**src/hdl/chipbus_pkg.sv**
```systemverilog
// chip bus widths, word types and the cpu address map
// custom register offsets and interrupt bit positions
// decode and fsm enums, byte enable merge helper

package chipbus_pkg;

	// ----------------------------------------
	// widths and word types
	localparam int ADDR_W     = 24;           // cpu byte address
	localparam int DATA_W     = 16;
	localparam int RAM_AW     = 10;           // chip ram word address
	localparam int CHIP_WORDS = 1 << RAM_AW;  // 1024 words

	typedef logic [ADDR_W-1:0] addr_t;
	typedef logic [DATA_W-1:0] data_t;
	typedef logic [1:0]        be_t;          // bit 1 is the upper byte
	typedef logic [RAM_AW-1:0] ram_addr_t;

	// ----------------------------------------
	// address map, byte ranges inclusive
	localparam addr_t CHIP_BASE = 24'h000000;
	localparam addr_t CHIP_TOP  = 24'h0007FF;
	localparam addr_t REG_BASE  = 24'hDFF000;
	localparam addr_t REG_TOP   = 24'hDFF0FF;

	// custom register byte offsets
	localparam logic [7:0] REG_DMAPTR = 8'h00; // word pointer
	localparam logic [7:0] REG_DMALEN = 8'h02; // word count
	localparam logic [7:0] REG_DMACON = 8'h04; // bit 0 start / busy
	localparam logic [7:0] REG_INTENA = 8'h06;
	localparam logic [7:0] REG_INTREQ = 8'h08;

	// interrupt bits
	localparam int INT_SETCLR = 15; // 1 sets, 0 clears the named bits
	localparam int INT_MASTER = 14;
	localparam int INT_PORTS  = 3;  // level 2
	localparam int INT_BLIT   = 6;  // level 3

	// cpu slowdown, cycles of waiting before the cpu beats dma
	localparam int BLS_LIMIT = 3;
	localparam int BLS_W     = $clog2(BLS_LIMIT + 1);

	// ----------------------------------------
	typedef enum logic [1:0] {REGION_CHIP, REGION_REG, REGION_NONE} region_e;
	typedef enum logic [1:0] {BR_IDLE, BR_REQ, BR_WAIT, BR_RESP} bridge_state_e;
	typedef enum logic {FE_IDLE, FE_RUN} fetch_state_e;

	// replace only the enabled bytes of a word
	function automatic data_t be_merge(data_t old_d, data_t new_d, be_t be);
		data_t m;
		m = old_d;
		if (be[1])
			m[15:8] = new_d[15:8];
		if (be[0])
			m[7:0] = new_d[7:0];
		return m;
	endfunction

endpackage

```
**src/hdl/dma_fetch.sv**
```systemverilog
// dma fetch sequencer, reads a block of chip ram words
// credit limited requests, several reads in flight
// two entry fifo drives the valid/ready output stream

`timescale 1ns/100ps

module dma_fetch (
	input  logic                   clk,
	input  logic                   reset,
	input  logic                   dma_start_i,
	input  chipbus_pkg::ram_addr_t dma_ptr_i,
	input  chipbus_pkg::data_t     dma_len_i,
	input  logic                   dma_gnt_i,
	input  chipbus_pkg::data_t     ram_rdata_i,
	input  logic                   dma_ready_i,
	output logic                   dma_req_o,
	output chipbus_pkg::ram_addr_t dma_addr_o,
	output logic                   dma_busy_o,
	output logic                   dma_done_o,
	output logic                   dma_valid_o,
	output chipbus_pkg::data_t     dma_data_o
);

	import chipbus_pkg::*;

	fetch_state_e state;
	data_t        req_left;   // words still to request
	data_t        out_left;   // words still to leave the stream
	logic         rd_pend;    // read granted last cycle
	data_t        fifo_mem [0:1];
	logic         wr_ptr, rd_ptr;
	logic [1:0]   fifo_cnt;
	logic         push, pop;

	assign push        = rd_pend; // ram word arrives now
	assign pop         = dma_valid_o && dma_ready_i;
	assign dma_valid_o = fifo_cnt != 2'd0;
	assign dma_data_o  = fifo_mem[rd_ptr];
	assign dma_busy_o  = state == FE_RUN;

	// one request per free slot, counting the read in flight
	// a word leaving the stream this cycle frees its slot
	assign dma_req_o = state == FE_RUN && req_left != '0
		&& (fifo_cnt + {1'b0, rd_pend}) < (2'd2 + {1'b0, pop});

	// ----------------------------------------
	// control
	always_ff @(posedge clk) begin
		if (reset) begin
			state      <= FE_IDLE;
			rd_pend    <= 1'b0;
			dma_done_o <= 1'b0;
		end else begin
			rd_pend    <= dma_gnt_i;
			dma_done_o <= 1'b0;
			case (state)
				FE_IDLE: if (dma_start_i) begin
					if (dma_len_i == '0)
						dma_done_o <= 1'b1; // empty block, done at once
					else
						state <= FE_RUN;
				end
				FE_RUN: if (pop && out_left == 16'd1) begin
					state      <= FE_IDLE; // last word gone
					dma_done_o <= 1'b1;
				end
				default: state <= FE_IDLE;
			endcase
		end
	end

	// address and counts, loaded at start (busy starts are ignored)
	always_ff @(posedge clk) begin
		if (state == FE_IDLE && dma_start_i) begin
			dma_addr_o <= dma_ptr_i;
			req_left   <= dma_len_i;
			out_left   <= dma_len_i;
		end else begin
			if (dma_gnt_i) begin
				dma_addr_o <= dma_addr_o + 1'b1;
				req_left   <= req_left - 1'b1;
			end
			if (pop)
				out_left <= out_left - 1'b1;
		end
	end

	// ----------------------------------------
	// output fifo
	always_ff @(posedge clk) begin
		if (push)
			fifo_mem[wr_ptr] <= ram_rdata_i;
	end

	always_ff @(posedge clk) begin
		if (reset) begin
			wr_ptr   <= 1'b0;
			rd_ptr   <= 1'b0;
			fifo_cnt <= 2'd0;
		end else begin
			if (push)
				wr_ptr <= ~wr_ptr;
			if (pop)
				rd_ptr <= ~rd_ptr;
			case ({push, pop})
				2'b10:   fifo_cnt <= fifo_cnt + 2'd1;
				2'b01:   fifo_cnt <= fifo_cnt - 2'd1;
				default: fifo_cnt <= fifo_cnt; // none or both
			endcase
		end
	end

endmodule

```
**config.mk**
```make
export PLATFORM = sky130hd
export DESIGN_NAME = dma_fetch
export DESIGN_NICKNAME = d
export VERILOG_FILES = /design/src/hdl/chipbus_pkg.sv /design/src/hdl/dma_fetch.sv
export SDC_FILE = /design/constraint.sdc
export NUM_CORES = 1
export LEC_CHECK = 0
export ABC_AREA = 1
export BUFFER_PORTS_ARGS = -buffer_cell sky130_fd_sc_hd__buf_2
export CAP_MARGIN = 30
export CELL_PAD_IN_SITES_DETAIL_PLACEMENT = 0
export CELL_PAD_IN_SITES_GLOBAL_PLACEMENT = 1
export CORE_ASPECT_RATIO = 2
export CORE_MARGIN = 2
export CORE_UTILIZATION = 38
export DETAILED_ROUTE_END_ITERATION = 10
export PLACE_DENSITY = 0.78
export SLEW_MARGIN = 20
export SYNTH_ARGS = -nofsm -noshare
export SYNTH_HDL_FRONTEND = slang
export SYNTH_SLANG_ARGS = --single-unit
export TNS_END_PERCENT = 50
```
**constraint.sdc**
```tcl
create_clock -name clk -period 2.05 [get_ports clk]
set_clock_uncertainty 0.2 [all_clocks]
set_input_delay 0.1025 -clock clk [delete_from_list [all_inputs] [get_ports clk]]
set_output_delay 0.1025 -clock clk [all_outputs]
set_load 0.05 [all_outputs]
```
==> out/metrics.yaml, run 1 <==
run_status:
  status: "complete, no violations"
worst_hold_path:
  worstHoldEndpoint: "req_left[15]"
  hold_path_startpoint: "dma_len_i[15]"
  holdPathStages: 3
  hold_path.class: "in -> reg"
critical_path:
  path_class: "reg -> out"
  rr_endpoint: "out_left[14]"
  cp_data_required_time_ns: 1.75
  r2r-start: "out_left[0]"
  crit_chain: "inv_2 > ha_4 > nand3_4 > nor2_4 > nand3_1 > o21ai_1 > nor2_1 > buf_6"
  worstSetupEndpointType: "output pin"
  r2r_slack_ns: 0.21
  worstSetupStartpointType: "flop"
  critical-path-top-delay-family: "flip-flops"
  crit_path_max_incr_delay_ns: 0.41
  ff2ff_path_depth: 9
  path_buf_inv: 2
  cp_max_fo: 3
  critPathSlowestCell: "edfxtp_1"
  arrival_ns: 1.65
logic_synthesis:
  synth_top_area_frac: 0.5211
  synth.area.top_cells: "edfxtp_1 52%, nand2_1 14%, nor2_1 5.3%"
  synth.distinct_cells: 27
  ys.flop_type: "edfxtp_1"
  yosys_warnings: 0
  syn_avg_cell_area_um2: 9.210
  synthTopCellsByCount: "161 x nand2_1, 74 x edfxtp_1, 60 x nor2_1"
  synth_edf_count: 74
  yosysTopAreaCell: "edfxtp_1"
  ys_ff_latch: 82
  async_reset_ff_frac: 0
  syn_nets: 516
  ys_seq_area_frac: 0.5587
  yosysMostFrequentCell: "nand2_1"
  syn_area_um2: 4264
  synthCells: 463
cts:
  clock_latency_ns: 0.33
  root_buffer: "clkbuf_16"
  clk_path_buf_depth: 2
  cts-buffers-inserted: 9
  clock-sinks: 82
  clk_pin_slew_ns: 0.06
  cts_tree: "yes"
  htreeDepth: 3
floorplan:
  die_area_um2: 12140
  die_y_um: 153.8
  ios: 77
  die_w_um: 78.91
  core_um2: 10950
  start_util: 0.3896
  rows: 54
timing:
  fin_setup_tns_ns: 0
  max_slew_margin: 0.5733
  fin_crit_sh: 0.9522
  worst_slew_pin_slew_ns: 0.6394
  setup_viol: 0
  hold_viol_final: 0
  fmax_ghz: 0.5123
  post-route-min-period_ns: 1.952
  fin_hold_ws_ns: 0.03519
  slew_violations: 0
route:
  vias_per_cell: 4.710
  drc: 0
  routed-via-count: 3518
  dr.pass1.iters: 5
  wl_per_cell_um: 14.19
  ant_nets: 0
  drtIter0Drc: 103
  drt_wl_total_um: 10600
global_routing:
  antenna_found_initial: 0
  overflow: 0
  grt_pass1_vias: 3696
  grt_pass1_wl_um: 16770
  grt.total_usage: 0.1821
  grt_max_degree: 27
cells_and_area:
  area_delta_synth_final_pct: 32.36
  layout-drive-gt1-share: 0.2356
  nNetsFinal: 655
  finalInstanceArea_um2: 5644
  num_antenna_cells: 0
  fin_util: 0.5157
power:
  leakage_nw: 2.489
  ir_drop_v: 0.0005128
  power.total_w: 0.004878
  power_density_nw_per_um2: 864.3
placement:
  port_buffers: 76
  placed_cell_area_um2: 4867
  hpwlAfterDp_um: 7998
  finalWeightedCongestion: 0.8738
job:
  maxCapViolCount: 0
==> stage by stage <==
stage / std cells / setup WS, ns
floorplan: 463 / -0.0007624
global placement: 681 / 0.2043
detailed placement: 681 / 0.1521
CTS: 743 / 0.01611
global route: 747 / -0.001323
finish: 747 / 0.09796
==> what timing repair did <==
| action | in CTS | in global routing |
|---|---|---|
| pin swaps | 0 | 3 |
| cloned | 0 | 0 |
| hold endpoints to repair | 79 | 0 |
| setup buffers | 1 | 4 |
| hold buffers | 45 | 0 |
| resized for setup | 5 | 3 |
| endpoints found under the setup margin | 1 | 1 |
==> cell type report <==
class,instances,area [um^2]
Fill cell,1030,5301
Sequential cell,82,2382
Multi-Input combinational cell,334,1712
Timing Repair Buffer,137,969.7
Clock buffer,10,229.0
Tap cell,140,175.2
Inverter,38,142.6
Clock inverter,6,33.78
==> state kept, by name, indices dropped and copies added, names as in the netlist, named ones only <==
register / cells
push: 1
dma_busy_o: 1
dma_addr_o: 10
fifo_cnt: 2
rd_ptr: 1
req_left: 16
dma_done_o: 1
wr_ptr: 1
out_left: 16
fifo_mem: 32
==> where the power goes <==
| group | total (W) | switching (W) | internal [W] | leakage [nW] |
|---|---|---|---|---|
| Combinational | 0.00123 | 0.000788 | 0.000438 | 1.58 |
| Clock | 0.00143 | 0.000618 | 0.000809 | 0.127 |
| Sequential | 0.00223 | 0.000163 | 0.00206 | 0.784 |
| Total | 0.00488 | 0.00157 | 0.00331 | 2.49 |
==> worst max-delay path by stage <==
stage / slack, ns / startpoint / end / cells after the start
after global placement: 0.20 / req_left[0] / req_left[14] / 10
after global routing: -0.001 / req_left[1] / dma_req_o / 8
final: 0.1 / req_left[1] / dma_req_o / 8
after floorplan: -0.0008 / dma_busy_o / out_left[0] / 5
after CTS: 0.02 / req_left[0] / dma_req_o / 8
after detailed placement: 0.15 / req_left[0] / req_left[14] / 10
==> cell families (layout without fill, tap and decap cells) <==
logic type               Yosys count  in the layout  synth area share
AO/OA/AOI/OAI                     28             28           0.03551
XOR/XNOR                          16             16           0.03286
adder cells (fa/ha/maj)            6              6           0.01761
buffers and inverters             47            191           0.04519
flip-flops                        82             82            0.5587
multiplexers                      16             16           0.04225
AND/OR/NAND/NOR                  268            268            0.2679
==> metal layers <==
| layer | track usage | vias to the layer above | part of all wire |
|---|---|---|---|
| met1 | 0.1716 | 1599 | 0.36 |
| met4 | 0.09442 | 0 | 0.040 |
| li1 | - | 1791 | - |
| met3 | 0.03052 | 24 | 0.042 |
| met5 | 0 | - | 0 |
| met2 | 0.3590 | 104 | 0.56 |
==> cells in the final DEF (no fill, tap or decap), drive strengths merged, types with 6 or more instances in the layout <==
cell | synthesis | final
buf | 9 | 92
clkbuf | 0 | 10
dfxtp | 8 | 8
dlygate4sd3 | 0 | 45
edfxtp | 74 | 74
ha | 6 | 6
inv | 38 | 38
mux2 | 16 | 16
nand2 | 164 | 164
nand3 | 17 | 17
nand3b | 10 | 10
nor2 | 71 | 71
o21ai | 18 | 18
xor2 | 12 | 12
==> tightest hold or removal path: stages <==
cell and delay [ns]:
buf_2 0.09, nand2_1 0.16, nand2_1 0.11
No activity file was read; power rests on OpenSTA's default activity.
==> run 2, diff against run 1 <==
- CTS_CLUSTER_DIAMETER: unset -> 50
- RECOVER_POWER: unset -> 100
- SLEW_MARGIN: 20 -> unset
==> out/metrics.yaml, run 2 (same netlist as run 1, synthesis figures left out) <==
critical_path:
  r2r_slack_ns: 0.18  # was 0.21 ns
  path_class: "reg -> out"  # unchanged
  cp_max_fo: 3  # unchanged
  crit_end: "dma_req_o"  # unchanged
  ff2ff_path_depth: 9  # unchanged
  startpoint: "req_left[1]"  # unchanged
  r2r-start: "req_left[1]"  # was out_left[0]
  worstSetupEndpointType: "output pin"  # unchanged
  rr_endpoint: "req_left[9]"  # was out_left[14]
  cp_data_required_time_ns: 1.75  # about the same
  arrival_ns: 1.65  # about the same
  worstSetupStartpointType: "flop"  # unchanged
floorplan:
  rows: 54  # unchanged
  die_area_um2: 12140  # unchanged
  ios: 77  # unchanged
  core_um2: 10950  # unchanged
  start_util: 0.3896  # unchanged
  die_w_um: 78.91  # unchanged
  die_y_um: 153.8  # unchanged
power:
  leakage_nw: 2.399  # was 2.489 nW
  ir_drop_v: 0.0005035  # was 0.0005128 V
  power_density_nw_per_um2: 871.3  # was 864.3 nW/um^2
cells_and_area:
  area_delta_synth_final_pct: 30.31  # was 32.36%
  regArea_um2: 2382  # unchanged
  num_antenna_cells: 0  # unchanged
  fill_cells: 1054  # was 1030
  multi_input_comb_area_um2: 1684  # was 1712 um^2
  largest_reg_flops: 32  # unchanged
  max_flop_register: "fifo_mem"  # unchanged
  mostFrequentLayoutCells: "163 x nand2_1, 74 x edfxtp_1, 64 x nor2_1, 45 x dlygate4sd3_1, 36 x inv_1"  # was 160 x nand2_1, 75 x buf_2, 74 x edfxtp_1, 60 x nor2_1, 45 x dlygate4sd3_1
  final_cells: 747  # unchanged
  reg.largest.list: "fifo_mem (32), out_left (16), req_left (16)"  # unchanged
  nNetsFinal: 655  # unchanged
  layout_commonest_cell: "nand2_1"  # unchanged
  layout-drive-gt1-share: 0.1763  # was 0.2356
route:
  ant_nets: 0  # unchanged
  drt_wl_total_um: 10600  # about the same
  dr.pass1.iters: 4  # was 5
  drc: 0  # unchanged
  routed-via-count: 3535  # was 3518
  wl_per_cell_um: 14.19  # about the same
  drtIter0Drc: 103  # unchanged
  vias_per_cell: 4.732  # was 4.710
global_routing:
  antenna_found_initial: 0  # unchanged
  grt_pass1_wl_um: 16770  # unchanged
  grt.total_usage: 0.1821  # unchanged
  overflow: 0  # unchanged
  grt_pass1_vias: 3696  # unchanged
  grt_max_degree: 27  # unchanged
cts:
  clk_path_buf_depth: 2  # unchanged
  cts-buffers-inserted: 9  # unchanged
  clock-sinks: 82  # unchanged
  cts_tree: "yes"  # unchanged
  clock_latency_ns: 0.33  # about the same
  root_buffer: "clkbuf_16"  # unchanged
  clk_pin_slew_ns: 0.06  # about the same
  htreeDepth: 3  # unchanged
timing:
  post-route-min-period_ns: 1.953  # was 1.952 ns
  setup_viol: 0  # unchanged
  fmax_ghz: 0.5121  # was 0.5123 GHz
  fin_hold_ws_ns: 0.03600  # was 0.03519 ns
  fin_crit_sh: 0.9525  # was 0.9522
  slew_violations: 0  # unchanged
  worst_slew_pin_slew_ns: 0.8649  # was 0.6394 ns
  hold_viol_final: 0  # unchanged
  max_slew_margin: 0.4234  # was 0.5733
placement:
  port_buffers: 76  # unchanged
  dp.cells: 681  # unchanged
  finalWeightedCongestion: 0.8738  # unchanged
  hpwlAfterDp_um: 7998  # unchanged
run_status:
  status: "complete, no violations"  # unchanged
worst_hold_path:
  hold_path.class: "in -> reg"  # unchanged
job:
  maxCapViolCount: 0  # unchanged
## run 2: changes by cell type in the layout (fill, tap and decap cells not counted), sizes merged
cell	delta
buf	-48
clkbuf	+48
## run 2: layer usage
| metal | wire, um | track usage | vias to the layer above |
|---|---|---|---|
| met5 | 0 | 0 | - |
| met4 | 429 | 0.09442 | 0 |
| met3 | 440 | 0.03052 | 25 |
| met2 | 5927 | 0.3590 | 112 |
| met1 | 3799 | 0.1716 | 1607 |
| li1 | - | - | 1791 |
## run 2: how the worst min path moves through the flow
stage	cells past startpoint	end	from
global route	3	req_left[15]	dma_len_i[15]
finish	3	req_left[15]	dma_len_i[15]
floorplan	1	dma_busy_o	reset
CTS	3	req_left[15]	dma_len_i[15]
detailed placement	1	fifo_mem[1][3]	ram_rdata_i[3]
global placement	1	fifo_mem[1][9]	ram_rdata_i[9]
## run 2: area by class of cell
cell class | instances | share of cell area
Clock buffer | 10 | 0.04121
Clock inverter | 6 | 0.006080
Inverter | 38 | 0.02567
Multi-Input combinational cell | 334 | 0.3031
Sequential cell | 82 | 0.4287
Tap cell | 140 | 0.03152
Timing Repair Buffer | 137 | 0.1637
## run 2: worst max-delay path, stage by stage (launching register included)
cell      delay, ns
edfxtp_1       0.41
inv_2          0.09
ha_4           0.15
nand3_4        0.11
nor2_4         0.12
nand3_1        0.08
o21ai_1        0.14
nor2_1         0.07
buf_6          0.15
## run 2: power by group
part           switching (W)  internal (W)
Sequential          0.000162       0.00206
Clock               0.000618      0.000809
Combinational       0.000781      0.000408
## run 2: through the flow
step	util	TNS (ns)	setup slack, ns	power (W)	area (um^2)
global placement	0.4447	0	0.2043	0.003351	4867
finish	0.5077	0	0.09729	0.004842	5557
floorplan	-	-0.01220	-0.0007624	0.003049	4267
CTS	0.5126	0	0.01611	0.004908	5610
global route	0.5077	-0.003152	-0.002859	0.005087	5557
detailed placement	0.4447	0	0.1521	0.003380	4867
## run 2: timing repair
item / CTS / global route
resized for setup: 5 / 3
setup endpoints to repair: 1 / 1
setup buffers: 1 / 4
endpoints found under the hold margin: 79 / 0
pin swaps: 0 / 3
hold buffers: 45 / 0
==> run 3, diff against run 2 <==
- PLACE_DENSITY: 0.78 -> unset
- PLACE_DENSITY_LB_ADDON: unset -> 0.05
==> out/metrics.yaml, run 3 (same netlist as run 1, synthesis figures left out) <==
route:
  dr_wl_met2_um: 6583  # was 5927 um
  vias_per_cell: 4.731  # was 4.732
  drtIter0Drc: 83  # was 103
  routed-via-count: 3529  # was 3535
  wl_per_cell_um: 14.37  # was 14.19 um
  dr.pass1.iters: 4  # unchanged
  drc: 0  # unchanged
  ant_nets: 0  # unchanged
  m1WireLength_um: 3534  # was 3799 um
  drt_wl_total_um: 10720  # was 10600 um
  highest_layer: "met4"  # unchanged
  wl_met3_um: 283  # was 440 um
cells_and_area:
  reg.largest.list: "fifo_mem (32), out_left (16), req_left (16)"  # unchanged
  max_flop_register: "fifo_mem"  # unchanged
  num_antenna_cells: 0  # unchanged
  layout-drive-gt1-share: 0.1848  # was 0.1763
  fill_cells: 1117  # was 1054
  finalInstanceArea_um2: 5607  # was 5557 um^2
  area_delta_synth_final_pct: 31.48  # was 30.31%
  mostFrequentLayoutCells: "162 x nand2_1, 74 x edfxtp_1, 65 x nor2_1, 45 x dlygate4sd3_1, 36 x inv_1"  # was 163 x nand2_1, 74 x edfxtp_1, 64 x nor2_1, 45 x dlygate4sd3_1, 36 x inv_1
  fin_util: 0.5122  # was 0.5077
  largest_reg_flops: 32  # unchanged
  layout_commonest_cell: "nand2_1"  # unchanged
  nNetsFinal: 654  # was 655
floorplan:
  ios: 77  # unchanged
  core_um2: 10950  # unchanged
  rows: 54  # unchanged
  start_util: 0.3896  # unchanged
  die_w_um: 78.91  # unchanged
  die_y_um: 153.8  # unchanged
  die_area_um2: 12140  # unchanged
placement:
  port_buffers: 76  # unchanged
  hpwlAfterDp_um: 8056  # was 7998 um
  finalWeightedCongestion: 0.8037  # was 0.8738
  placed_cell_area_um2: 4877  # was 4867 um^2
  dp_slack_ns: 0.1702  # was 0.1521 ns
critical_path:
  crit_chain: "nor2_1 > nand2_2 > nor2_1 > nand3_1 > nand3_1 > nand2_1"  # was inv_2 > ha_4 > nand3_4 > nor2_4 > nand3_1 > o21ai_1 > nor2_1 > buf_6
  cp_max_fo: 5  # was 3
  arrival_ns: 1.83  # was 1.65 ns
  path_class: "reg -> reg"  # was reg -> out
  critical-path-top-delay-family: "simple AND/OR/NAND/NOR gates"  # was flip-flops
  worstSetupStartpointType: "flop"  # unchanged
  critPathSlowestCell: "edfxtp_1"  # unchanged
  worstSetupEndpointType: "flop"  # was output pin
  path_buf_inv: 0  # was 2
  crit_path_max_incr_delay_ns: 0.47  # was 0.41 ns
  cp_data_required_time_ns: 1.94  # was 1.75 ns
global_routing:
  grt_pass1_vias: 3633  # was 3696
  grt_max_degree: 40  # was 27
  overflow: 0  # unchanged
  antenna_found_initial: 0  # unchanged
  grt_pass1_wl_um: 16940  # was 16770 um
  grt.total_usage: 0.1847  # was 0.1821
power:
  power.total_w: 0.005011  # was 0.004842 W
  leakage_nw: 2.414  # was 2.399 nW
  power_density_nw_per_um2: 893.8  # was 871.3 nW/um^2
  ir_drop_v: 0.0005149  # was 0.0005035 V
timing:
  worst_slew_pin_slew_ns: 0.6008  # was 0.8649 ns
  rsz0062_at_grt: "false"
  slew_violations: 0  # unchanged
  fmax_ghz: 0.5145  # was 0.5121 GHz
  hold_viol_final: 0  # unchanged
  post-route-min-period_ns: 1.944  # was 1.953 ns
  setup_viol: 0  # unchanged
  fin_crit_sh: 0.9482  # was 0.9525
  max_slew_margin: 0.6012  # was 0.4234
  fin_ws_ns: 0.1062  # was 0.09729 ns
cts:
  root_buffer: "clkbuf_16"  # unchanged
  cts_tree: "yes"  # unchanged
  clk_path_buf_depth: 2  # unchanged
  htreeDepth: 3  # unchanged
  clock_latency_ns: 0.34  # was 0.33 ns
  clk_pin_slew_ns: 0.06  # about the same
  cts-buffers-inserted: 9  # unchanged
  clock-sinks: 82  # unchanged
run_status:
  status: "complete, no violations"  # unchanged
worst_hold_path:
  hold_path.class: "in -> reg"  # unchanged
job:
  maxCapViolCount: 0  # unchanged
[run 3: changes by cell type in the layout (fill, tap and decap cells not counted), sizes merged]
cell / change
clkinv: -4
clkinvlp: +2
bufinv: +1
clkbuf: -1
inv: +1
[run 3: metrics by stage]
| step | instances | setup TNS [ns] | hold WS (ns) |
|---|---|---|---|
| detailed placement | 679 | 0 | 0.09607 |
| CTS | 743 | 0 | 0.02879 |
| floorplan | 463 | -0.01220 | -0.02843 |
| finish | 746 | 0 | 0.02081 |
| global placement | 679 | 0 | 0.09337 |
| global route | 746 | 0 | 0.02020 |
[run 3: power by group]
part           total, W  switching [W]  internal [W]  leakage, nW
Combinational   0.00119       0.000771      0.000416         1.49
Clock           0.00159       0.000648      0.000945        0.135
Sequential      0.00223       0.000167       0.00206        0.784
Total           0.00501        0.00159       0.00342         2.41
[run 3: cell type report]
class | instances | area, um^2 | area share
timing repair buffer | 136 | 923.4 | 0.1647
inverter | 38 | 142.6 | 0.02544
clock inverter | 6 | 66.31 | 0.01183
sequential | 82 | 2382 | 0.4249
tap | 140 | 175.2 | 0.03124
multi-input combinational | 334 | 1688 | 0.3010
clock buffer | 10 | 229.0 | 0.04084
[run 3: what timing repair did]
item | CTS | global route
setup buffers | 3 | 3
hold buffers | 45 | 0
setup endpoints to repair | 1 | 1
pin swaps | 2 | 1
resized for setup | 7 | 3
endpoints found under the hold margin | 80 | 0
[run 3: worst min-delay path, delay by kind of cell]
kind	cells	cell delay, ns
buffers and inverters	1	0.09
AND/OR/NAND/NOR	2	0.26
[run 3: worst paths after layout]
| kind | from | endpoint | slack [ns] | cells past startpoint |
|---|---|---|---|---|
| max | out_left[2] | out_left[15] | 0.11 | 6 |
| min | dma_len_i[15] | out_left[15] | 0.02 | 3 |
| max reg2reg | out_left[2] | out_left[15] | 0.11 | 6 |
| min reg2reg | rd_ptr | rd_ptr | 0.25 | 1 |
[run 3: routing by layer]
| layer | track usage | vias to the layer above |
|---|---|---|
| met5 | 0 | - |
| met3 | 0.03110 | 20 |
| li1 | - | 1792 |
| met2 | 0.3923 | 69 |
| met1 | 0.1553 | 1648 |
| met4 | 0.07882 | 0 |
